`config.mk`:
```
export PLATFORM = sky130hd
export DESIGN_NAME = regFile
export DESIGN_NICKNAME = d
export VERILOG_FILES = /design/src/source/rvCorePkg.sv /design/src/source/regFile.sv
export VERILOG_INCLUDE_DIRS = /design/src /design/src/include
export SDC_FILE = /design/constraint.sdc
export NUM_CORES = 2
export LEC_CHECK = 0
export BUFFER_PORTS_ARGS = -buffer_cell sky130_fd_sc_hd__buf_2
export CAP_MARGIN = 20
export CORE_AREA = 2 2 344 346
export CTS_CLUSTER_DIAMETER = 60
export CTS_CLUSTER_SIZE = 20
export DETAILED_ROUTE_END_ITERATION = 10
export DIE_AREA = 0 0 346 348
export MAX_ROUTING_LAYER = met4
export PLACE_DENSITY_LB_ADDON = 0.08
export SLEW_MARGIN = 10
export SYNTH_ARGS = -nofsm -noshare
export SYNTH_HDL_FRONTEND = slang
export SYNTH_SLANG_ARGS = --single-unit
export TNS_END_PERCENT = 5
```
`constraint.sdc`:
```
create_clock -name CLK -period 1.1 [get_ports CLK]
set_input_delay 0.11 -clock CLK [delete_from_list [all_inputs] [get_ports CLK]]
set_output_delay 0.11 -clock CLK [all_outputs]
set_load 0.01 [all_outputs]
```
`src/include/rvCore_cfg.svh`:
```
`ifndef RVCORE_CFG_SVH
`define RVCORE_CFG_SVH

// datapath and instruction word width
`define XLEN 32

// architectural register file
`define REG_COUNT 32
`define REG_ID_WIDTH 5

// instruction memory, word addressed
`define IMEM_DEPTH 256
`define IMEM_ADDR_WIDTH 8

`define LED_WIDTH 5 // mirrors low bits of x1
`define RESET_PC 0 // first fetch address

`endif
```
`src/source/rvCorePkg.sv`:
```
`include "rvCore_cfg.svh"

package rvCorePkg;

  typedef logic [`XLEN-1:0] word_t;
  typedef logic [`REG_ID_WIDTH-1:0] regId_t;
  typedef logic [`LED_WIDTH-1:0] ledWord_t;

  // major opcodes still executed
  typedef enum logic [6:0] {
    opAluReg = 7'b0110011, // rd <- rs1 op rs2
    opAluImm = 7'b0010011, // rd <- rs1 op iImm
    opBranch = 7'b1100011,
    opJal    = 7'b1101111,
    opJalr   = 7'b1100111,
    opAuipc  = 7'b0010111,
    opLui    = 7'b0110111
  } opcode_e;

  // per-format field views, msb first
  typedef struct packed {
    logic [6:0] funct7;
    regId_t rs2;
    regId_t rs1;
    logic [2:0] funct3;
    regId_t rd;
    logic [6:0] opcode;
  } rFmt_t;

  typedef struct packed {
    logic [11:0] imm;
    regId_t rs1;
    logic [2:0] funct3;
    regId_t rd;
    logic [6:0] opcode;
  } iFmt_t;

  typedef struct packed {
    logic immSign; // imm[12]
    logic [5:0] immHi; // imm[10:5]
    regId_t rs2;
    regId_t rs1;
    logic [2:0] funct3;
    logic [3:0] immLo; // imm[4:1]
    logic imm11;
    logic [6:0] opcode;
  } bFmt_t;

  typedef struct packed {
    logic [19:0] imm; // imm[31:12]
    regId_t rd;
    logic [6:0] opcode;
  } uFmt_t;

  typedef struct packed {
    logic immSign; // imm[20]
    logic [9:0] immLo; // imm[10:1]
    logic imm11;
    logic [7:0] immHi; // imm[19:12]
    regId_t rd;
    logic [6:0] opcode;
  } jFmt_t;

  // one instruction word, five decodings
  typedef union packed {
    rFmt_t rFmt;
    iFmt_t iFmt;
    bFmt_t bFmt;
    uFmt_t uFmt;
    jFmt_t jFmt;
  } instrWord_t;

  typedef struct packed {
    logic isAluReg;
    logic isAluImm;
    logic isBranch;
    logic isJal;
    logic isJalr;
    logic isAuipc;
    logic isLui;
    regId_t rs1Id;
    regId_t rs2Id;
    regId_t rdId;
    logic [2:0] funct3;
    logic altOp; // funct7[5], sub / sra select
    word_t iImm;
    word_t bImm;
    word_t uImm;
    word_t jImm;
  } decodedInstr_t;

  typedef enum logic [1:0] {
    stFetchInstr = 2'd0,
    stFetchRegs  = 2'd1,
    stExecute    = 2'd2
  } coreState_e;

endpackage

```
`src/source/regFile.sv`:
```
`timescale 1ns/10ps
`include "rvCore_cfg.svh"

module regFile
  import rvCorePkg::*;
(
  input  logic CLK,
  input  logic resetn,
  input  logic readEn, // one cycle in stFetchRegs
  input  regId_t rs1Id,
  input  regId_t rs2Id,
  input  regId_t rdId,
  input  logic wbEn,
  input  word_t wbData,
  output word_t rs1Val,
  output word_t rs2Val
);

  word_t regs [`REG_COUNT];

  // write port, x0 never written
  always_ff @(posedge CLK or negedge resetn) begin
    if (!resetn) begin
      for (int i = 0; i < `REG_COUNT; i++) begin
        regs[i] <= '0;
      end
    end else if (wbEn && (rdId != '0)) begin
      regs[rdId] <= wbData;
    end
  end

  // operand latches, held through stExecute
  always_ff @(posedge CLK) begin
    if (readEn) begin
      rs1Val <= regs[rs1Id];
      rs2Val <= regs[rs2Id];
    end
  end

  // x0 must read back as zero on both ports
  x0ReadsZero: assert property (
    @(posedge CLK) disable iff (!resetn)
    readEn |=> (($past(rs1Id) != '0) || (rs1Val == '0)) &&
               (($past(rs2Id) != '0) || (rs2Val == '0))
  ) else $error("regFile x0 read nonzero");

endmodule

```
* Word level (Yosys, flattened, before mapping)
Cells that the tools add are included.
Widths: inputs -> output; s select.
** Operators by class
- Magnitude comparators :: 4
- Mux-type cells :: 9
- Bitwise gates (word level) :: 3
- Reduce and logical (&&, ||, !) cells :: 3
** Operator list (count)
- $bwmux 1024 :: 1
- $bmux 32 s5 :: 2
- $demux 32 s5 :: 1
- $mux 32 :: 5
- $ge 6x6->1 const B :: 3
- $not 5->6 :: 3
- $lt 6x1->1 const B :: 1
- $reduce_bool 5->1 :: 1
- $logic_and 1x1->1 :: 2
** Word-level totals
- Register bits :: 1088
- Input port bits :: 51
- Output and inout port bits :: 64

* Depth between registers and ports, before layout
- Depth after elaboration :: 6
- Depth in mapped cells :: 8
- Mapped depth without buffers :: 5

* Least setup slack after synthesis
Ideal clock, no wire load.
- Path type :: input to register
- Start :: in rs1Id[1]
- End :: reg rs1Val[11], data pin
- Library setup time :: 0.263 ns
- Data arrival time :: 1.292 ns
- Required time :: 0.837 ns
- Slack :: -0.455 ns
- Stages on the path :: 8
- Path buffers :: 4
- Cells stage by stage :: buf_2 buf_4 buf_2 buf_2 mux2i_1 nand2_1 a31oi_1 nand3_1
** On the way
- Cells in the longest elaborated chain, start to end :: 4
** Ends and longest elaborated chain
- from (decl) :: RTL line regFile.sv:10 : input regId_t rs1Id,
- $not 5->6 (not written as such) :: RTL line regFile.sv:35 : rs1Val <= regs[rs1Id];
- $bmux 32 s5 :: RTL line regFile.sv:35
- $mux 32 (not written as such) (2 in series) :: RTL line regFile.sv:35
- to (signal assigned) :: RTL line regFile.sv:35
- to (decl) :: RTL line regFile.sv:15 : output word_t rs1Val,
No other way between the ends. The select of a mux whose other input is x is not followed.
A chain may end at the register's enable or synchronous reset.

* Worst setup path after layout
- Start :: reg rs2Val[8]
- End :: out rs2Val[8]
** RTL lines
- from (decl) :: RTL line regFile.sv:16 : output word_t rs2Val
- from (signal assigned) :: RTL line regFile.sv:36 : rs2Val <= regs[rs2Id];
No word-level cell between the ends.

==> impl_metrics.json <==
{
  "outcome": "finished with violations",
  "violations": "setup timing",
  "hold_viol": 0,
  "cts_buffers": 107,
  "critPathMaxStageDelay_ns": 0.56,
  "ant_nets": 0,
  "synthCells": 4665,
  "period_share_pct": 147,
  "p_leak_uw": 0.0328,
  "fin_util_pct": 59.3,
  "cts.htree.levels": 3,
  "layout.area.seq_sq_um": 27500,
  "cap_violations": 0,
  "mostFrequentLayoutCells": "dfrtp_1 (1,024), mux2i_1 (1,021), mux2_2 (953), buf_4 (374), buf_12 (214)",
  "worstMarginPinSlew_ns": 0.632,
  "rsz0062_at_grt": "yes",
  "synthTopCellsByArea": "dfrtp_1 (44%), mux2_2 (19%), mux2i_1 (18%), edfxtp_1 (3.3%), a22oi_1 (2.5%)",
  "dp_hpwl_um": 126000,
  "crit_chain": "buf_2",
  "reg2reg_from": "regs[850]$_DFFE_PN0P_",
  "area_delta_synth_final_pct": 20.0,
  "num-nets-final": 5079,
  "min_period_ns": 1.61,
  "slew_headroom_pct": 57.9,
  "antenna_found_initial": 15,
  "setup_tns_ns": -38.02,
  "grt_max_degree": 57,
  "cts-root-buf": "clkbuf_16",
  "coreArea_sq_um": 117000,
  "dieArea_sq_um": 120000,
  "synth_nets": 4716,
  "drt_iter0_drc": 3283,
  "grt_util_all_layers_pct": 32.3,
  "crit_required_ns": 0.99,
  "worst_path_max_delay_cell": "edfxtp_1",
  "vias": 40815,
  "die_x_um": 346,
  "clk_path_buf_depth": 3,
  "route.met3.wl_um": 9330,
  "clock.fmax_ghz": 0.620,
  "ys_warn_count": 0,
  "io_buffers": 114,
  "crit_fanout": 2,
  "io_pins": 115,
  "synth_area_sq_um": 57900,
  "syn_area_per_cell_sq_um": 12.4,
  "dr.pass1.iters": 5,
  "critPathLaunchType": "register",
  "yosys_register_bits": 1088,
  "gr-total-overflow": 0,
  "drive_gt1_share_pct": 37.9,
  "dr.max_layer_used": "met4",
  "clkSinkCount": 1088,
  "wl_met2_um": 89100,
  "final.setup.worst_slack_ns": -0.514,
  "grt_pass1_vias": 41581,
  "critPathTopFamily": "flip-flops",
  "final_common_cell": "dfrtp_1",
  "crit_start": "rs2Val[8]$_DFFE_PP_",
  "power_density_nw_per_um2": 1670,
  "fill_cells": 9652,
  "die_h_um": 348,
  "start_util_pct": 49.5,
  "crit_buf_inv": 1,
  "synth_top_area_share_pct": 44.3,
  "synth_cell_type_count": 29,
  "slew_violations": 0,
  "gp_congestion": 0.859,
  "drc": 0,
  "seq_area_frac_synth_pct": 47.6,
  "holdWs_ns": 0.0180,
  "insertion_delay_ns": 0.73,
  "worstPathArrival_ns": 1.50,
  "setup_viol": 128,
  "fin_skew_ns": 0.0352,
  "fp-row-count": 126,
  "hold_class": "in2async",
  "wl_met1_um": 85700,
  "clk_pin_slew_worst_paths_ns": 0.08,
  "cts_tree": "yes",
  "drt-total-wl_um": 189000,
  "critPathCaptureType": "primary output",
  "multiInputGateArea_sq_um": 28200,
  "critPathKind": "reg2out",
  "synth_area_leader_cell": "dfrtp_1",
  "vias_per_cell": 6.12,
  "vdd_drop_max_mv": 1.29,
  "grt_pass1_wl_um": 283000,
  "wl_per_cell_um": 28.4
}
==> repair_timing <==
| item | CTS | global route |
|---|---|---|
| hold buffers | 18 | 0 |
| endpoints found under the setup margin | 130 | 144 |
| pin swaps | 61 | 45 |
| gates resized for setup | 47 | 22 |
| hold endpoints to repair | 1330 | 0 |
| buffers inserted | 2 | 2 |
==> state kept, by name, summed over array words and instances (netlist names) <==
name	flops
regs	1024
rs2Val	32
rs1Val	32
==> report_power, final <==
part           internal [uW]  switching, uW  total, uW
logic                  12900          10500      23400
clock network          20500          18700      39200
registers              47800           5790      53600
==> final cells by class <==
type / count / area share [%]
Clock buffer: 120 / 4.03
Timing Repair Buffer: 727 / 11.6
Clock inverter: 83 / 1.35
Sequential cell: 1088 / 39.7
Tap cell: 1536 / 2.77
Antenna cell: 8 / 0.0288
Multi-Input combinational cell: 3104 / 40.6
==> path summary, 6_finish.rpt <==
kind	endpoint	slack, ns	cells past startpoint
setup reg to reg	rs2Val[18]$_DFFE_PP_	-0.50	7
min in group CLK	regs[903]$_DFFE_PN0P_	0.03	2
max in group asynchronous	regs[902]$_DFFE_PN0P_	0.18	4
hold / removal	regs[321]$_DFFE_PN0P_	0.02	3
setup / recovery	rs2Val[8]	-0.51	1
hold reg to reg	regs[1011]$_DFFE_PN0P_	0.41	0
==> metrics by stage <==
| stage | total power (uW) | setup WS, ns | cell area [sq um] | cells |
|---|---|---|---|---|
| 4_1_cts | 117000 | -0.562 | 69300 | 6657 |
| 3_5_place_dp | 77200 | -0.816 | 65100 | 6435 |
| 6_report | 116000 | -0.514 | 69400 | 6666 |
| 3_3_place_gp | 76500 | -0.804 | 65100 | 6435 |
| 2_1_floorplan | 68300 | -0.257 | 58400 | 4665 |
| 5_1_grt | 122000 | -0.564 | 69400 | 6663 |
==> synth_stat cells, drive strengths merged <==
library cell and number:
nor2b 4, a22oi 192, or3b 1, mux2i 1024, edfxtp 64, nor2 19, a21oi 192, or2 3
and2 2, and3b 1, nand2b 4, nand2 210, nand3 194, nand3b 4, dfrtp 1024, a22o 128
nor3 65, mux2 992, nor3b 4, a31oi 64, buf 249, clkbuf 224, and3 1
==> layer usage <==
| metal | vias to the layer above | GRT usage [%] |
|---|---|---|
| met5 | - | - |
| met4 | 0 | 9.12 |
| met3 | 285 | 3.53 |
| met2 | 1096 | 51.0 |
| met1 | 21431 | 44.3 |
| li1 | 18003 | - |
==> cell families after synthesis <==
logic type | count (synthesis) | share of synthesized area [%]
and+or+nand+nor | 512 | 4.25
muxes | 2016 | 37.0
DFF | 1088 | 47.6
AOI/OAI and AO/OA | 576 | 6.78
buffers and inverters | 473 | 4.35
Power figures use the tool's default switching activity.
