[src/include/rvCore_cfg.svh]
`ifndef RVCORE_CFG_SVH
`define RVCORE_CFG_SVH

// datapath and instruction word width
`define XLEN 32

// architectural register file
`define REG_COUNT 32
`define REG_ID_WIDTH 5

// instruction memory, word addressed
`define IMEM_DEPTH 256
`define IMEM_ADDR_WIDTH 8

`define LED_WIDTH 5 // mirrors low bits of x1
`define RESET_PC 0 // first fetch address

`endif
[src/source/rvCorePkg.sv]
`include "rvCore_cfg.svh"

package rvCorePkg;

  typedef logic [`XLEN-1:0] word_t;
  typedef logic [`REG_ID_WIDTH-1:0] regId_t;
  typedef logic [`LED_WIDTH-1:0] ledWord_t;

  // major opcodes still executed
  typedef enum logic [6:0] {
    opAluReg = 7'b0110011, // rd <- rs1 op rs2
    opAluImm = 7'b0010011, // rd <- rs1 op iImm
    opBranch = 7'b1100011,
    opJal    = 7'b1101111,
    opJalr   = 7'b1100111,
    opAuipc  = 7'b0010111,
    opLui    = 7'b0110111
  } opcode_e;

  // per-format field views, msb first
  typedef struct packed {
    logic [6:0] funct7;
    regId_t rs2;
    regId_t rs1;
    logic [2:0] funct3;
    regId_t rd;
    logic [6:0] opcode;
  } rFmt_t;

  typedef struct packed {
    logic [11:0] imm;
    regId_t rs1;
    logic [2:0] funct3;
    regId_t rd;
    logic [6:0] opcode;
  } iFmt_t;

  typedef struct packed {
    logic immSign; // imm[12]
    logic [5:0] immHi; // imm[10:5]
    regId_t rs2;
    regId_t rs1;
    logic [2:0] funct3;
    logic [3:0] immLo; // imm[4:1]
    logic imm11;
    logic [6:0] opcode;
  } bFmt_t;

  typedef struct packed {
    logic [19:0] imm; // imm[31:12]
    regId_t rd;
    logic [6:0] opcode;
  } uFmt_t;

  typedef struct packed {
    logic immSign; // imm[20]
    logic [9:0] immLo; // imm[10:1]
    logic imm11;
    logic [7:0] immHi; // imm[19:12]
    regId_t rd;
    logic [6:0] opcode;
  } jFmt_t;

  // one instruction word, five decodings
  typedef union packed {
    rFmt_t rFmt;
    iFmt_t iFmt;
    bFmt_t bFmt;
    uFmt_t uFmt;
    jFmt_t jFmt;
  } instrWord_t;

  typedef struct packed {
    logic isAluReg;
    logic isAluImm;
    logic isBranch;
    logic isJal;
    logic isJalr;
    logic isAuipc;
    logic isLui;
    regId_t rs1Id;
    regId_t rs2Id;
    regId_t rdId;
    logic [2:0] funct3;
    logic altOp; // funct7[5], sub / sra select
    word_t iImm;
    word_t bImm;
    word_t uImm;
    word_t jImm;
  } decodedInstr_t;

  typedef enum logic [1:0] {
    stFetchInstr = 2'd0,
    stFetchRegs  = 2'd1,
    stExecute    = 2'd2
  } coreState_e;

endpackage

[src/source/executeUnit.sv]
`timescale 1ns/10ps
`include "rvCore_cfg.svh"

module executeUnit
  import rvCorePkg::*;
(
  input  decodedInstr_t dec,
  input  word_t rs1Val,
  input  word_t rs2Val,
  input  word_t pc,
  output word_t nextPc,
  output word_t wbData
);

  word_t aluIn2;
  word_t aluOut;
  word_t pcPlus4;
  logic [$clog2(`XLEN)-1:0] shamt;
  logic cond; // raw comparator result
  logic taken;

  // operand b and shift amount, reg or imm form
  // imm shamt sits in the rs2 field bits
  assign aluIn2 = dec.isAluReg ? rs2Val : dec.iImm;
  assign shamt  = dec.isAluReg ? rs2Val[$clog2(`XLEN)-1:0] : dec.iImm[$clog2(`XLEN)-1:0];

  always_comb begin
    case (dec.funct3)
      3'b000: begin
        // addi has no sub, altOp bit there is part of the immediate
        if (dec.isAluReg && dec.altOp) begin
          aluOut = rs1Val - aluIn2;
        end else begin
          aluOut = rs1Val + aluIn2;
        end
      end
      3'b001: aluOut = rs1Val << shamt;
      3'b010: aluOut = word_t'($signed(rs1Val) < $signed(aluIn2)); // slt
      3'b011: aluOut = word_t'(rs1Val < aluIn2); // sltu
      3'b100: aluOut = rs1Val ^ aluIn2;
      3'b101: begin
        if (dec.altOp) begin
          aluOut = word_t'($signed(rs1Val) >>> shamt); // sra, sign fill
        end else begin
          aluOut = rs1Val >> shamt;
        end
      end
      3'b110: aluOut = rs1Val | aluIn2;
      default: aluOut = rs1Val & aluIn2; // 3'b111
    endcase
  end

  // branch comparator, always on rs2 not the immediate
  always_comb begin
    case (dec.funct3)
      3'b000: cond = (rs1Val == rs2Val); // beq
      3'b001: cond = (rs1Val != rs2Val); // bne
      3'b100: cond = ($signed(rs1Val) < $signed(rs2Val));
      3'b101: cond = ($signed(rs1Val) >= $signed(rs2Val));
      3'b110: cond = (rs1Val < rs2Val); // bltu
      3'b111: cond = (rs1Val >= rs2Val); // bgeu
      default: cond = 1'b0; // 010 / 011 not branches
    endcase
  end

  assign taken   = dec.isBranch && cond;
  assign pcPlus4 = pc + word_t'(4);

  // next pc, taken branch first
  always_comb begin
    if (taken) begin
      nextPc = pc + dec.bImm;
    end else if (dec.isJal) begin
      nextPc = pc + dec.jImm;
    end else if (dec.isJalr) begin
      nextPc = (rs1Val + dec.iImm) & ~word_t'(1); // lsb dropped per spec
    end else begin
      nextPc = pcPlus4;
    end
  end

  // write-back source
  always_comb begin
    if (dec.isJal || dec.isJalr) begin
      wbData = pcPlus4; // link address
    end else if (dec.isLui) begin
      wbData = dec.uImm;
    end else if (dec.isAuipc) begin
      wbData = pc + dec.uImm;
    end else begin
      wbData = aluOut;
    end
  end

endmodule

[config.mk]
export PLATFORM = sky130hd
export DESIGN_NAME = executeUnit
export DESIGN_NICKNAME = d
export VERILOG_FILES = /design/src/source/rvCorePkg.sv /design/src/source/executeUnit.sv
export VERILOG_INCLUDE_DIRS = /design/src /design/src/include
export SDC_FILE = /design/constraint.sdc
export NUM_CORES = 1
export LEC_CHECK = 0
export ABC_AREA = 0
export CAP_MARGIN = 0
export CELL_PAD_IN_SITES_DETAIL_PLACEMENT = 2
export CELL_PAD_IN_SITES_GLOBAL_PLACEMENT = 2
export CORE_MARGIN = 2
export CORE_UTILIZATION = 34
export DETAILED_ROUTE_END_ITERATION = 10
export DONT_BUFFER_PORTS = 1
export GPL_TIMING_DRIVEN = 0
export PLACE_DENSITY_LB_ADDON = 0.2
export REMOVE_ABC_BUFFERS = 1
export SYNTH_ARGS = -nofsm -noshare
export SYNTH_HDL_FRONTEND = slang
export SYNTH_SLANG_ARGS = --single-unit
[constraint.sdc]
create_clock -name vclk -period 4.8
set_input_delay 0.48 -clock vclk [all_inputs]
set_output_delay 0.48 -clock vclk [all_outputs]
set_load 0.01 [all_outputs]
After elaboration in Yosys (flattened, before gate mapping)
Index checks and enable logic that the tools add are counted.
{"block": "totals", "regBits": 0, "inputBits": 250, "out_inout_bits": 64, "wordCells": 44}
{"block": "op_classes", "addsub": 7, "order_cmp": 6, "n_eq_ne": 9, "shift": 3, "mux": 12, "n_bitwise": 3, "n_reduce_logical": 4}
{"cell": "$mux W32", "count": 9}
{"cell": "$pmux W32 S7", "count": 1}
{"cell": "$add A32 B32 Y32", "count": 5}
{"cell": "$lt A32 B32 Y1", "count": 4}
{"cell": "$ge A32 B32 Y1", "count": 2}
{"cell": "$add A32 B3 Y32 const B", "count": 1}
{"cell": "$and A32 B32 Y32", "count": 1}
{"cell": "$eq A32 B32 Y1", "count": 1}
{"cell": "$ne A32 B32 Y1", "count": 1}
{"cell": "$or A32 B32 Y32", "count": 1}
{"cell": "$shl A32 B5 Y32", "count": 1}
{"cell": "$shr A32 B5 Y32", "count": 1}
{"cell": "$sshr A32 B5 Y32", "count": 1}
{"cell": "$sub A32 B32 Y32", "count": 1}
{"cell": "$xor A32 B32 Y32", "count": 1}
{"cell": "$eq A3 B3 Y1 const B", "count": 4}
{"cell": "$eq A3 B2 Y1 const B", "count": 2}
{"cell": "$pmux W1 S6", "count": 1}
{"cell": "$mux W5", "count": 1}
{"cell": "$eq A3 B1 Y1 const B", "count": 1}
{"cell": "$logic_not A3 Y1", "count": 1}
{"cell": "$logic_and A1 B1 Y1", "count": 2}
{"cell": "$logic_or A1 B1 Y1", "count": 1}

Logic depth before layout (Yosys ltp)
{"block": "depth", "ltp_word": 7, "ltp_mapped": 19, "ltp_nobuf": 15}

Worst setup path before layout
No wires, ideal clock.
{"block": "synth_timing", "path_kind": "input port to output port", "start": "input port dec[153] (netlist name)", "end": "output port wbData[24]", "arrival_ps": 4452, "required_time_ps": 4320, "slack_ps": -132, "path_stages": 16, "path_buffers": 4, "path_cell_list": "buf_6 > buf_1 > clkbuf_1 > mux2i_1 > ha_1 > buf_2 > or4_4 > a2111oi_4 > o21bai_2 > a31oi_4 > a211o_2 > a31oi_2 > xnor2_1 > o211ai_1 > a221oi_1 > a211oi_1"}
{"block": "synth_via", "elab_chain_cells": 7, "elab_cells_between_ends": 17, "cone_classes": "add/sub: 2; shift: 3; mux: 8; bitwise: 3; reduce/logical: 1"}
{"element": "start: declaration", "line": "executeUnit.sv:7", "rtl": "input decodedInstr_t dec,"}
{"element": "$mux W32 / $mux W5 (equally long branches)", "line": "executeUnit.sv:24, executeUnit.sv:25"}
{"element": "$add A32 B32 Y32 (tied with other cells)", "line": "executeUnit.sv:34", "rtl": "aluOut = rs1Val + aluIn2;"}
{"element": "$mux W32 (on tied branches)", "line": "executeUnit.sv:31, executeUnit.sv:42"}
{"element": "$pmux W32 S7 *", "line": "executeUnit.sv:28", "rtl": "case (dec.funct3)"}
{"element": "$mux W32 *", "line": "executeUnit.sv:88", "rtl": "end else if (dec.isAuipc) begin"}
{"element": "$mux W32 *", "line": "executeUnit.sv:86", "rtl": "end else if (dec.isLui) begin"}
{"element": "$mux W32 *", "line": "executeUnit.sv:84", "rtl": "if (dec.isJal || dec.isJalr) begin"}
{"element": "end: declaration", "line": "executeUnit.sv:12", "rtl": "output word_t wbData"}
Every way passes the cells marked *; elsewhere a longest branch is shown, timed or not.

Worst setup path in the final report
Same ends and word-level chain as after synthesis.

==> impl_metrics.json <==
{
  "status": "complete, but fails checks",
  "violations": "setup timing",
  "routedWlPerCell_um": 31.1,
  "regArea_um2": 0,
  "vias_per_cell": 6.61,
  "fin_ws_ps": -117,
  "hp-class": "input port to output port",
  "core_mm2": 0.0553,
  "slowest_delay_ps": 420,
  "antenna_found_initial": 1,
  "hold-path-cell-count": 1,
  "hold_violations": 0,
  "timing.fmax_ghz": 0.203,
  "gr-total-overflow": 0,
  "grt_pass1_vias": 23835,
  "tns_ps": -139,
  "ant_nets": 0,
  "die_h_um": 241,
  "path_delay_family": "compound AO/OA/AOI/OAI gates",
  "post-route-period-util": 1.02,
  "dieArea_mm2": 0.0581,
  "slowest_stage": "a2111oi_4",
  "worstPathArrival_ps": 4440,
  "wl_met2_um": 49500,
  "end_kind": "output port",
  "drtIter0Drc": 1397,
  "cp_max_fo": 51,
  "finalCriticalPeriod_ps": 4920,
  "seq_cell_count": 0,
  "drive_gt1_frac": 0.0727,
  "place_ws_ps": -1320,
  "highest_layer": "met5",
  "hold_ws_ps": 1070,
  "synth_area_mm2": 0.0191,
  "area_delta_synth_final_pct": 6.04,
  "start_util": 0.345,
  "wl_met3_um": 6060,
  "cp-start-kind": "input port",
  "yosysSeqAreaShare": 0,
  "min_to": "wbData[2]",
  "detailroute.via_count": 22516,
  "synth.distinct_cells": 93,
  "dr.pass1.iters": 5,
  "path_buf_inv": 2,
  "fp-row-count": 86,
  "path_cells": "mux2i_4 -> buf_12 -> inv_16 -> ha_1 -> fa_1 -> or2_2 -> a2111oi_4 -> o21bai_2 -> a31oi_4 -> a211o_2 -> a31oi_2 -> xnor2_1 -> o211ai_1 -> a221oi_2 -> a211oi_2",
  "io_pins": 314,
  "slew_viol_final": 0,
  "yosys_warnings": 0,
  "die_w_um": 241,
  "rsz0062_at_grt": "true",
  "slew_headroom": 0.122,
  "dp_hpwl_um": 85900,
  "drc": 0,
  "avgSynthCellArea_um2": 6.91,
  "drt-total-wl_um": 106000,
  "netlist.area_leader.share": 0.175,
  "worst_pin_slew_ps": 1310,
  "track_usage": 0.352,
  "grt_pass1_wl_um": 156000,
  "path_class": "input port to output port",
  "cts_hold_buf": 0,
  "setup_violations": 2,
  "gp_congestion": 0.972,
  "synth_area_leaders": "ha_1 17%, a21oi_1 8.8%, mux2i_1 5.9%, xnor2_1 5.0%, nor2_1 5.0%",
  "cap_violations": 0,
  "clockBufferCount": 0,
  "synth_cells": 2765,
  "io_buffers": 0,
  "min-delay-start": "pc[2]",
  "grt_max_degree": 63,
  "final_nets": 3181,
  "m1WireLength_um": 45900,
  "synth_largest_area_cell": "ha_1",
  "cp.required_ps": 4320
}
## Yosys cell counts (all sizes together) (22+ instances only)
cell type  number
a31oi          36
mux2i         117
mux4           43
xnor2         109
nor2          253
a21o           66
nand4          38
buf            50
and3           36
xor2           56
nand2         220
nand2b         28
inv           171
a211oi         73
nand3          60
or3            22
a221oi         33
o21a           26
o21ai         188
ha            267
o31ai          23
o21bai         30
clkbuf        100
a21oi         336
nor3           60
nor2b          29
o211ai         39
## what timing repair did
action / 4_1_cts / 5_1_grt
endpoints found under the hold margin: 0 / 0
cloned: 2 / 1
resized for setup: 18 / 38
endpoints found under the setup margin: 42 / 27
pin swaps: 5 / 11
setup buffers: 16 / 5
## cells in the final DEF (no fill, tap or decap), types with 32 or more instances in the layout
master	n
inv_1	166
a21o_1	66
o21ai_0	173
nand2_1	220
mux4_2	42
a31oi_1	32
nor3_1	59
a211oi_1	66
ha_1	265
xor2_1	56
nor2_1	249
a21oi_1	327
mux2i_1	106
xnor2_1	109
nand3_1	59
nand4_1	38
o211ai_1	39
and3_1	36
## cell type report
type,count,area [um2]
tap,748,936
timing repair buffer,39,548
timing repair inverter,1,5.00
fill,6640,35100
inverter,171,683
multi-input combinational,2445,18100
antenna,1,2.50
## per-layer routing
layer  track usage  up-vias
met5             0        -
met4         0.124        2
met3        0.0452      174
met2         0.602      720
met1         0.451    11469
li1              -    10151
## how the worst max path moves through the flow
stage	end	startpoint	cells past startpoint	slack, ps
floorplan	wbData[22]	dec[153]	12	-1860
global placement	wbData[22]	dec[153]	12	-6670
detailed placement	wbData[24]	dec[153]	14	-1320
CTS	wbData[24]	dec[153]	15	-70
global route	wbData[24]	dec[153]	15	-120
finish	wbData[24]	dec[153]	15	-120
## cell families (layout without fill, tap and decap cells)
kind of cell	after synthesis	after routing	synth area share
buf+inv	321	211	0.0694
mux	169	170	0.120
simple gates	823	823	0.205
xor+xnor	165	165	0.0757
fa+ha+maj	273	273	0.181
compound gates	1014	1014	0.348
other cells	0	1	0
## through the flow
stage | instances | instance area (um2) | utilization
2_1_floorplan | 2615 | 18400 | -
3_3_place_gp | 3363 | 19400 | 0.350
3_5_place_dp | 3380 | 19700 | 0.357
4_1_cts | 3398 | 20000 | 0.361
5_1_grt | 3404 | 20200 | 0.366
6_report | 3405 | 20200 | 0.366
