### config.mk
export PLATFORM = sky130hd
export DESIGN_NAME = instrDecoder
export DESIGN_NICKNAME = d
export VERILOG_FILES = /design/src/source/rvCorePkg.sv /design/src/source/instrDecoder.sv
export VERILOG_INCLUDE_DIRS = /design/src /design/src/include
export SDC_FILE = /design/constraint.sdc
export NUM_CORES = 1
export LEC_CHECK = 0
export CAP_MARGIN = 20
export CORE_AREA = 2 2 72 74
export DETAILED_ROUTE_END_ITERATION = 7
export DIE_AREA = 0 0 74 76
export DONT_BUFFER_PORTS = 1
export PLACE_DENSITY = 0.41
export SYNTH_ARGS = -nofsm -noshare
export SYNTH_HDL_FRONTEND = slang
export SYNTH_SLANG_ARGS = --single-unit
### constraint.sdc
create_clock -name vclk -period 1.33
set_input_delay 0.0665 -clock vclk [all_inputs]
set_output_delay 0.0665 -clock vclk [all_outputs]
set_load 0.02 [all_outputs]
### src/include/rvCore_cfg.svh
`ifndef RVCORE_CFG_SVH
`define RVCORE_CFG_SVH

// datapath and instruction word width
`define XLEN 32

// architectural register file
`define REG_COUNT 32
`define REG_ID_WIDTH 5

// instruction memory, word addressed
`define IMEM_DEPTH 256
`define IMEM_ADDR_WIDTH 8

`define LED_WIDTH 5 // mirrors low bits of x1
`define RESET_PC 0 // first fetch address

`endif
### src/source/rvCorePkg.sv
`include "rvCore_cfg.svh"

package rvCorePkg;

  typedef logic [`XLEN-1:0] word_t;
  typedef logic [`REG_ID_WIDTH-1:0] regId_t;
  typedef logic [`LED_WIDTH-1:0] ledWord_t;

  // major opcodes still executed
  typedef enum logic [6:0] {
    opAluReg = 7'b0110011, // rd <- rs1 op rs2
    opAluImm = 7'b0010011, // rd <- rs1 op iImm
    opBranch = 7'b1100011,
    opJal    = 7'b1101111,
    opJalr   = 7'b1100111,
    opAuipc  = 7'b0010111,
    opLui    = 7'b0110111
  } opcode_e;

  // per-format field views, msb first
  typedef struct packed {
    logic [6:0] funct7;
    regId_t rs2;
    regId_t rs1;
    logic [2:0] funct3;
    regId_t rd;
    logic [6:0] opcode;
  } rFmt_t;

  typedef struct packed {
    logic [11:0] imm;
    regId_t rs1;
    logic [2:0] funct3;
    regId_t rd;
    logic [6:0] opcode;
  } iFmt_t;

  typedef struct packed {
    logic immSign; // imm[12]
    logic [5:0] immHi; // imm[10:5]
    regId_t rs2;
    regId_t rs1;
    logic [2:0] funct3;
    logic [3:0] immLo; // imm[4:1]
    logic imm11;
    logic [6:0] opcode;
  } bFmt_t;

  typedef struct packed {
    logic [19:0] imm; // imm[31:12]
    regId_t rd;
    logic [6:0] opcode;
  } uFmt_t;

  typedef struct packed {
    logic immSign; // imm[20]
    logic [9:0] immLo; // imm[10:1]
    logic imm11;
    logic [7:0] immHi; // imm[19:12]
    regId_t rd;
    logic [6:0] opcode;
  } jFmt_t;

  // one instruction word, five decodings
  typedef union packed {
    rFmt_t rFmt;
    iFmt_t iFmt;
    bFmt_t bFmt;
    uFmt_t uFmt;
    jFmt_t jFmt;
  } instrWord_t;

  typedef struct packed {
    logic isAluReg;
    logic isAluImm;
    logic isBranch;
    logic isJal;
    logic isJalr;
    logic isAuipc;
    logic isLui;
    regId_t rs1Id;
    regId_t rs2Id;
    regId_t rdId;
    logic [2:0] funct3;
    logic altOp; // funct7[5], sub / sra select
    word_t iImm;
    word_t bImm;
    word_t uImm;
    word_t jImm;
  } decodedInstr_t;

  typedef enum logic [1:0] {
    stFetchInstr = 2'd0,
    stFetchRegs  = 2'd1,
    stExecute    = 2'd2
  } coreState_e;

endpackage

### src/source/instrDecoder.sv
`timescale 1ns/10ps
`include "rvCore_cfg.svh"

module instrDecoder
  import rvCorePkg::*;
(
  input  instrWord_t instr,
  output decodedInstr_t dec
);

  logic [6:0] opcode;

  assign opcode = instr.rFmt.opcode; // same bits in every view

  // opcode class flags
  assign dec.isAluReg = (opcode == opAluReg);
  assign dec.isAluImm = (opcode == opAluImm);
  assign dec.isBranch = (opcode == opBranch);
  assign dec.isJal    = (opcode == opJal);
  assign dec.isJalr   = (opcode == opJalr);
  assign dec.isAuipc  = (opcode == opAuipc);
  assign dec.isLui    = (opcode == opLui);

  // register ids from the R view
  assign dec.rs1Id = instr.rFmt.rs1;
  assign dec.rs2Id = instr.rFmt.rs2;
  assign dec.rdId  = instr.rFmt.rd;

  assign dec.funct3 = instr.rFmt.funct3;
  assign dec.altOp  = instr.rFmt.funct7[5]; // also imm[10] for srai

  // I-immediate, sign extended from bit 11
  assign dec.iImm = {{(`XLEN-12){instr.iFmt.imm[11]}}, instr.iFmt.imm};

  // B-immediate, scattered bits, always even
  assign dec.bImm = {
    {(`XLEN-13){instr.bFmt.immSign}},
    instr.bFmt.immSign,
    instr.bFmt.imm11,
    instr.bFmt.immHi,
    instr.bFmt.immLo,
    1'b0
  };

  // U-immediate, upper 20 bits, low 12 zero
  assign dec.uImm = {instr.uFmt.imm, 12'b0};

  // J-immediate, +-1 MiB range
  assign dec.jImm = {
    {(`XLEN-21){instr.jFmt.immSign}},
    instr.jFmt.immSign,
    instr.jFmt.immHi,
    instr.jFmt.imm11,
    instr.jFmt.immLo,
    1'b0
  };

endmodule

# After elaboration in Yosys (flattened, before gate mapping)
# Cells that the tools add are included.
dict set report totals {
  reg_bits 0
  latch_bits 0
  mem_bits_rw 0
  romBits 0
  in_bits 32
  out_inout_bits 154
  wordCells 7
  n_memories 0
}
dict set report op_classes {
  add_sub_neg 0
  n_mul 0
  div_mod_pow 0
  magnitude_cmp 0
  eq_ne 7
  n_shift 0
  mux 0
  bitwise 0
  n_reduce_logical 0
}
# operator n
set op_table {}
lappend op_table {{7-bit equality test (second input constant)} 3}
lappend op_table {{7-bit by 5-bit equality test with 1-bit output (second input constant)} 2}
lappend op_table {{7-bit by 6-bit equality test with 1-bit output (second input constant)} 2}

# Logic depth before layout (Yosys ltp)
# Gate-level depths: netlist (run 1).
dict set report depth {
  word_depth 1
  ltp_mapped 2
  mapped_depth_nobuf 2
}

# Least setup slack after synthesis (run 1)
# No wires, ideal clock.
dict set report synth_path {
  kind {in2out}
  startpoint {in instr[4] (netlist bit)}
  endpoint {out dec[151] (netlist bit)}
  t_arrival_ps 877
  required_time_ps 1263
  path_slack_ps 387
  path_stages 2
  path_buffers 0
  path_cell_list {nand3b_1 nor4_1}
}
# item line_no
set synth_rtl {}
lappend synth_rtl {{from (decl)} instrDecoder.sv:7} ;# input instrWord_t instr,
lappend synth_rtl {{to (decl)} instrDecoder.sv:8} ;# output decodedInstr_t dec

==> results.json, run 1 <==
{
  "final_max_slew_viol_count": 0,
  "synth_fa_ha_area_share_pct": 0,
  "synth_seq_area_share_pct": 0,
  "drc": 0,
  "pwr_density_cell_nw_per_um2": 190,
  "crit_fanout": 3,
  "min_from": "instr[15]",
  "cp_slowest_cell": "or3b_1",
  "total_power_mw": 0.0478,
  "hpwl_um": 665,
  "switchingPower_mw": 0.0422,
  "fmax_mhz": 1160,
  "gp_congestion": 0.660,
  "die_x_um": 74,
  "grt_pass1_vias": 205,
  "ant_nets": 0,
  "placed_cells": 101,
  "first_pass_iters": 4,
  "holdWs_ps": 133,
  "synth_top_family_by_area": "buffers and inverters",
  "tns_ps": 0,
  "finalHoldViolCount": 0,
  "hold_end": "dec[47]",
  "intPower_mw": 0.00564,
  "clock_power_share_pct": 0,
  "grt_first_pass_wirelength_um": 1220,
  "die_y_um": 76,
  "avgRoutedWirePerCell_um": 8.44,
  "rsz0062_at_grt": "false",
  "final_util_pct": 5.12,
  "avgSynthCellArea_um2": 7.38,
  "setup_violations": 0,
  "layout-drive-gt1-share_pct": 16.1,
  "worstPathArrival_ps": 800,
  "maxCapViolations": 0,
  "grt_use_total_pct": 2.57,
  "ys_warn_count": 0,
  "netlist_instances": 161,
  "regArea_um2": 0,
  "synth_compound_area_share_pct": 0,
  "clock_buffers": 0,
  "seq_cell_count": 0,
  "synth_xor_area_share_pct": 0,
  "hold_depth": 0,
  "antenna_found_initial": 0,
  "grt_max_degree": 55,
  "path_cells": "or3b_1 -> nor2_1",
  "top_level_ports": 186,
  "nNetsFinal": 65,
  "synth_cell_type_count": 10,
  "port_buffers": 0,
  "die_area_um2": 5620,
  "critical_path.max_stage_delay_ps": 400,
  "via_per_inst": 2.04,
  "period_share_pct": 65.0,
  "critPathBufInv": 0,
  "min_path_type": "in2out",
  "coreArea_um2": 4910,
  "peakVddDrop_uv": 20.6,
  "cts_hold_buf": 0,
  "synthToLayoutAreaGrowth_pct": -78.8,
  "end_kind": "output pin",
  "p_leak_nw": 0.0818,
  "pwr-share-seq_pct": 0,
  "wirelength_um": 852,
  "start_util_pct": 24.2,
  "drt_iter0_drc": 19,
  "switching_share_pct": 88.2,
  "worstPathRequired_ps": 1260,
  "placementRows": 26,
  "fin_cells": 101,
  "diodes": 0,
  "status": "finished, final reports clean",
  "vias": 206,
  "crit_family": "simple AND/OR/NAND/NOR gates",
  "grt-ovfl-total": 0,
  "synth_area_um2": 1190,
  "synth_simple_gate_area_share_pct": 6.84,
  "finalCriticalPeriod_ps": 865,
  "synthMuxAreaShare_pct": 0,
  "crit_path_start_kind": "input pin",
  "critPathKind": "in2out",
  "cts_setup_buffers": 0,
  "comb_power_share_pct": 100.0,
  "ctsResizeCount": 0
}
synthesized netlist by cell type (all sizes together):
cell,instances,share of area (%)
buf,147,93
nor2,3,0.95
nor4,3,2.1
nand2,2,0.63
nand3b,2,1.3
conb,1,0.32
nand4b,1,0.74
nor3,1,0.42
or3b,1,0.74
worst max path at each step:
stage	end	start	depth (start not counted)	slack, ps
6_report	dec[148]	instr[6]	2	470
5_1_grt	dec[152]	instr[6]	3	390
4_1_cts	dec[148]	instr[6]	2	460
3_5_place_dp	dec[148]	instr[6]	2	470
3_3_place_gp	dec[148]	instr[6]	2	450
2_1_floorplan	dec[151]	instr[4]	2	390
placed cells by master (no fill, tap or decap):
master and n:
nand4b_1 1, nand3b_1 2, buf_4 4, nor2_1 3
conb_1 14, nor4_2 1, nor3_1 1, nor4_1 2
nand2_1 2, or3b_1 1
layer usage:
layer / up-vias / wire, µm / global-route usage (%)
met5: - / 0 / 0
met4: 0 / 138 / 5.64
met3: 22 / 186 / 1.98
met2: 43 / 421 / 3.21
met1: 68 / 105 / 1.20
li1: 73 / - / -
kinds of logic after synthesis:
family,after synthesis
other cells,1
simple gates,13
buf+inv,147
power groups by stage:
stage / clock network, mW / logic (mW) / registers, mW
after floorplan: 0 / 0.661 / 0
after global placement: 0 / 0.0472 / 0
after detailed placement: 0 / 0.0471 / 0
after CTS: 0 / 0.0471 / 0
after global routing: 0 / 0.0519 / 0
final: 0 / 0.0478 / 0
through the flow:
step	instance area [µm²]	worst slack [ps]
after floorplan	1240	387
after global placement	251	454
after detailed placement	251	465
after CTS	251	461
after global routing	251	385
final	251	465
final cells by class:
class,instances,area (µm²)
fillers,582,4660
well taps,70,87.6
multi-input cells,27,134
repair buffers,4,30.0
No activity file was read; power rests on OpenSTA's default activity.
==> run 2: changes to the inputs <==
--- a/config.mk
+++ b/config.mk
@@ -6,6 +6,7 @@
 export SDC_FILE = /design/constraint.sdc
 export NUM_CORES = 1
 export LEC_CHECK = 0
+export ABC_AREA = 1
 export CAP_MARGIN = 20
 export CORE_AREA = 2 2 72 74
 export DETAILED_ROUTE_END_ITERATION = 7
==> constraint.sdc (replaced) <==
create_clock -name vclk -period 0.8
set_input_delay 0.04 -clock vclk [all_inputs]
set_output_delay 0.04 -clock vclk [all_outputs]
set_load 0.02 [all_outputs]
==> results.json, run 2 <==
{
  "cts_hold_buf": 0,
  "final_util_pct": 5.15,
  "worstPathRequired_ps": 760,
  "diodes": 0,
  "first_pass_iters": 2,
  "avgSynthCellArea_um2": 7.00,
  "fin_cells": 110,
  "tns_ps": 0,
  "top_level_ports": 186,
  "vias": 252,
  "ys_warn_count": 0,
  "synth_area_leaders": "buf_4 92%, nor2_1 2.8%, inv_1 1.9%",
  "synth_common_cells": "147 x buf_4, 9 x nor2_1, 6 x inv_1",
  "p_leak_nw": 0.118,
  "synth_seq_area_share_pct": 0,
  "regArea_um2": 0,
  "wirelength_um": 945,
  "placed_cells": 110,
  "grt_first_pass_wirelength_um": 1230,
  "coreArea_um2": 4910,
  "ctsResizeCount": 0,
  "period_share_pct": 74.8,
  "peakVddDrop_uv": 45.8,
  "die_x_um": 74,
  "seq_cell_count": 0,
  "via_per_inst": 2.29,
  "clock_buffers": 0,
  "final_max_slew_viol_count": 0,
  "synthToLayoutAreaGrowth_pct": -78.9,
  "placementRows": 26,
  "gp_congestion": 0.647,
  "min_path_type": "in2out",
  "die_y_um": 76,
  "antenna_found_initial": 0,
  "finalHoldViolCount": 0,
  "total_power_mw": 0.0852,
  "netlist_instances": 171,
  "grt_max_degree": 55,
  "nNetsFinal": 74,
  "critPathKind": "in2out",
  "fmax_mhz": 1670,
  "setup_violations": 0,
  "rsz0062_at_grt": "false",
  "grt_use_total_pct": 2.70,
  "die_area_um2": 5620,
  "final_cell_mix": "14 x conb_1, 9 x nor2_1, 6 x inv_1",
  "end_kind": "output pin",
  "pwr_density_cell_nw_per_um2": 337,
  "maxCapViolations": 0,
  "synth_area_um2": 1200,
  "dpl-instance-area_um2": 253,
  "drc": 0,
  "worstPathArrival_ps": 560,
  "synth_cell_type_count": 6,
  "avgRoutedWirePerCell_um": 8.59,
  "finalCriticalPeriod_ps": 599,
  "cts_setup_buffers": 0,
  "yosysMostFrequentCell": "buf_4",
  "fin_area_um2": 253,
  "grt-ovfl-total": 0,
  "drt_iter0_drc": 4,
  "yosysTopAreaCellShare_pct": 92.2,
  "status": "finished, final reports clean",
  "start_util_pct": 24.4,
  "final_common_cell": "conb_1",
  "crit_path_start_kind": "input pin",
  "ant_nets": 0,
  "crit_fanout": 3,
  "layout-drive-gt1-share_pct": 7.50,
  "grt_pass1_vias": 221,
  "port_buffers": 0,
  "post-synth-top-area-cell": "buf_4"
}
## run 2: cell count changes in the layout (fill, tap and decap cells not counted)
| cell | previous run | this run |
|---|---|---|
| inv_1 | 0 | 6 |
| nor2_1 | 3 | 9 |
| nand2_1 | 2 | 5 |
| nand3_1 | 0 | 3 |
| nand3b_1 | 2 | 0 |
| nor4_1 | 2 | 0 |
| buf_4 | 4 | 3 |
| nand4b_1 | 1 | 0 |
| nor3_1 | 1 | 0 |
| nor4_2 | 1 | 0 |
| or3b_1 | 1 | 0 |
## run 2: worst paths after layout
path,slack (ps),to,startpoint,depth (start not counted)
worst max-delay path,200,dec[147],instr[0],4
worst min-delay path,80,dec[139],instr[22],0
## run 2: stage by stage
step           setup slack, ps  hold slack [ps]
2_1_floorplan              251              193
3_3_place_gp               194             80.2
3_5_place_dp               197             80.2
4_1_cts                    197             80.2
5_1_grt                    137             80.1
6_report                   201             80.0
## run 2: cell families (layout without fill, tap and decap cells)
group	count (synthesis)	count (layout)	synth area share (%)
other cells	1	14	0.313
buf+inv	153	9	94.0
simple gates	17	17	5.64
## run 2: area by class of cell
class	count	area (µm²)
fill	589	4660
multi-input combinational	31	120
tap	70	87.6
timing repair buffer	3	22.5
inverter	6	22.5
## run 2: critical path, stage by stage
cell and delay [ps]:
nand2_1 40, inv_1 80, nand2_1 90, nor2_1 310
## run 2: routing by layer
layer  global-route usage [%]  up-vias  share of wire (%)
met3                     3.57       15                 33
met4                     3.09        0                9.7
met5                        0        -                  0
met1                     1.36       88                 17
met2                     3.66       63                 40
li1                         -       86                  -
## run 2: report_power, final
part	internal [mW]	switching (mW)	total, mW
registers	0	0	0
clock network	0	0	0
logic	0.00935	0.0758	0.0852
total	0.00935	0.0758	0.0852
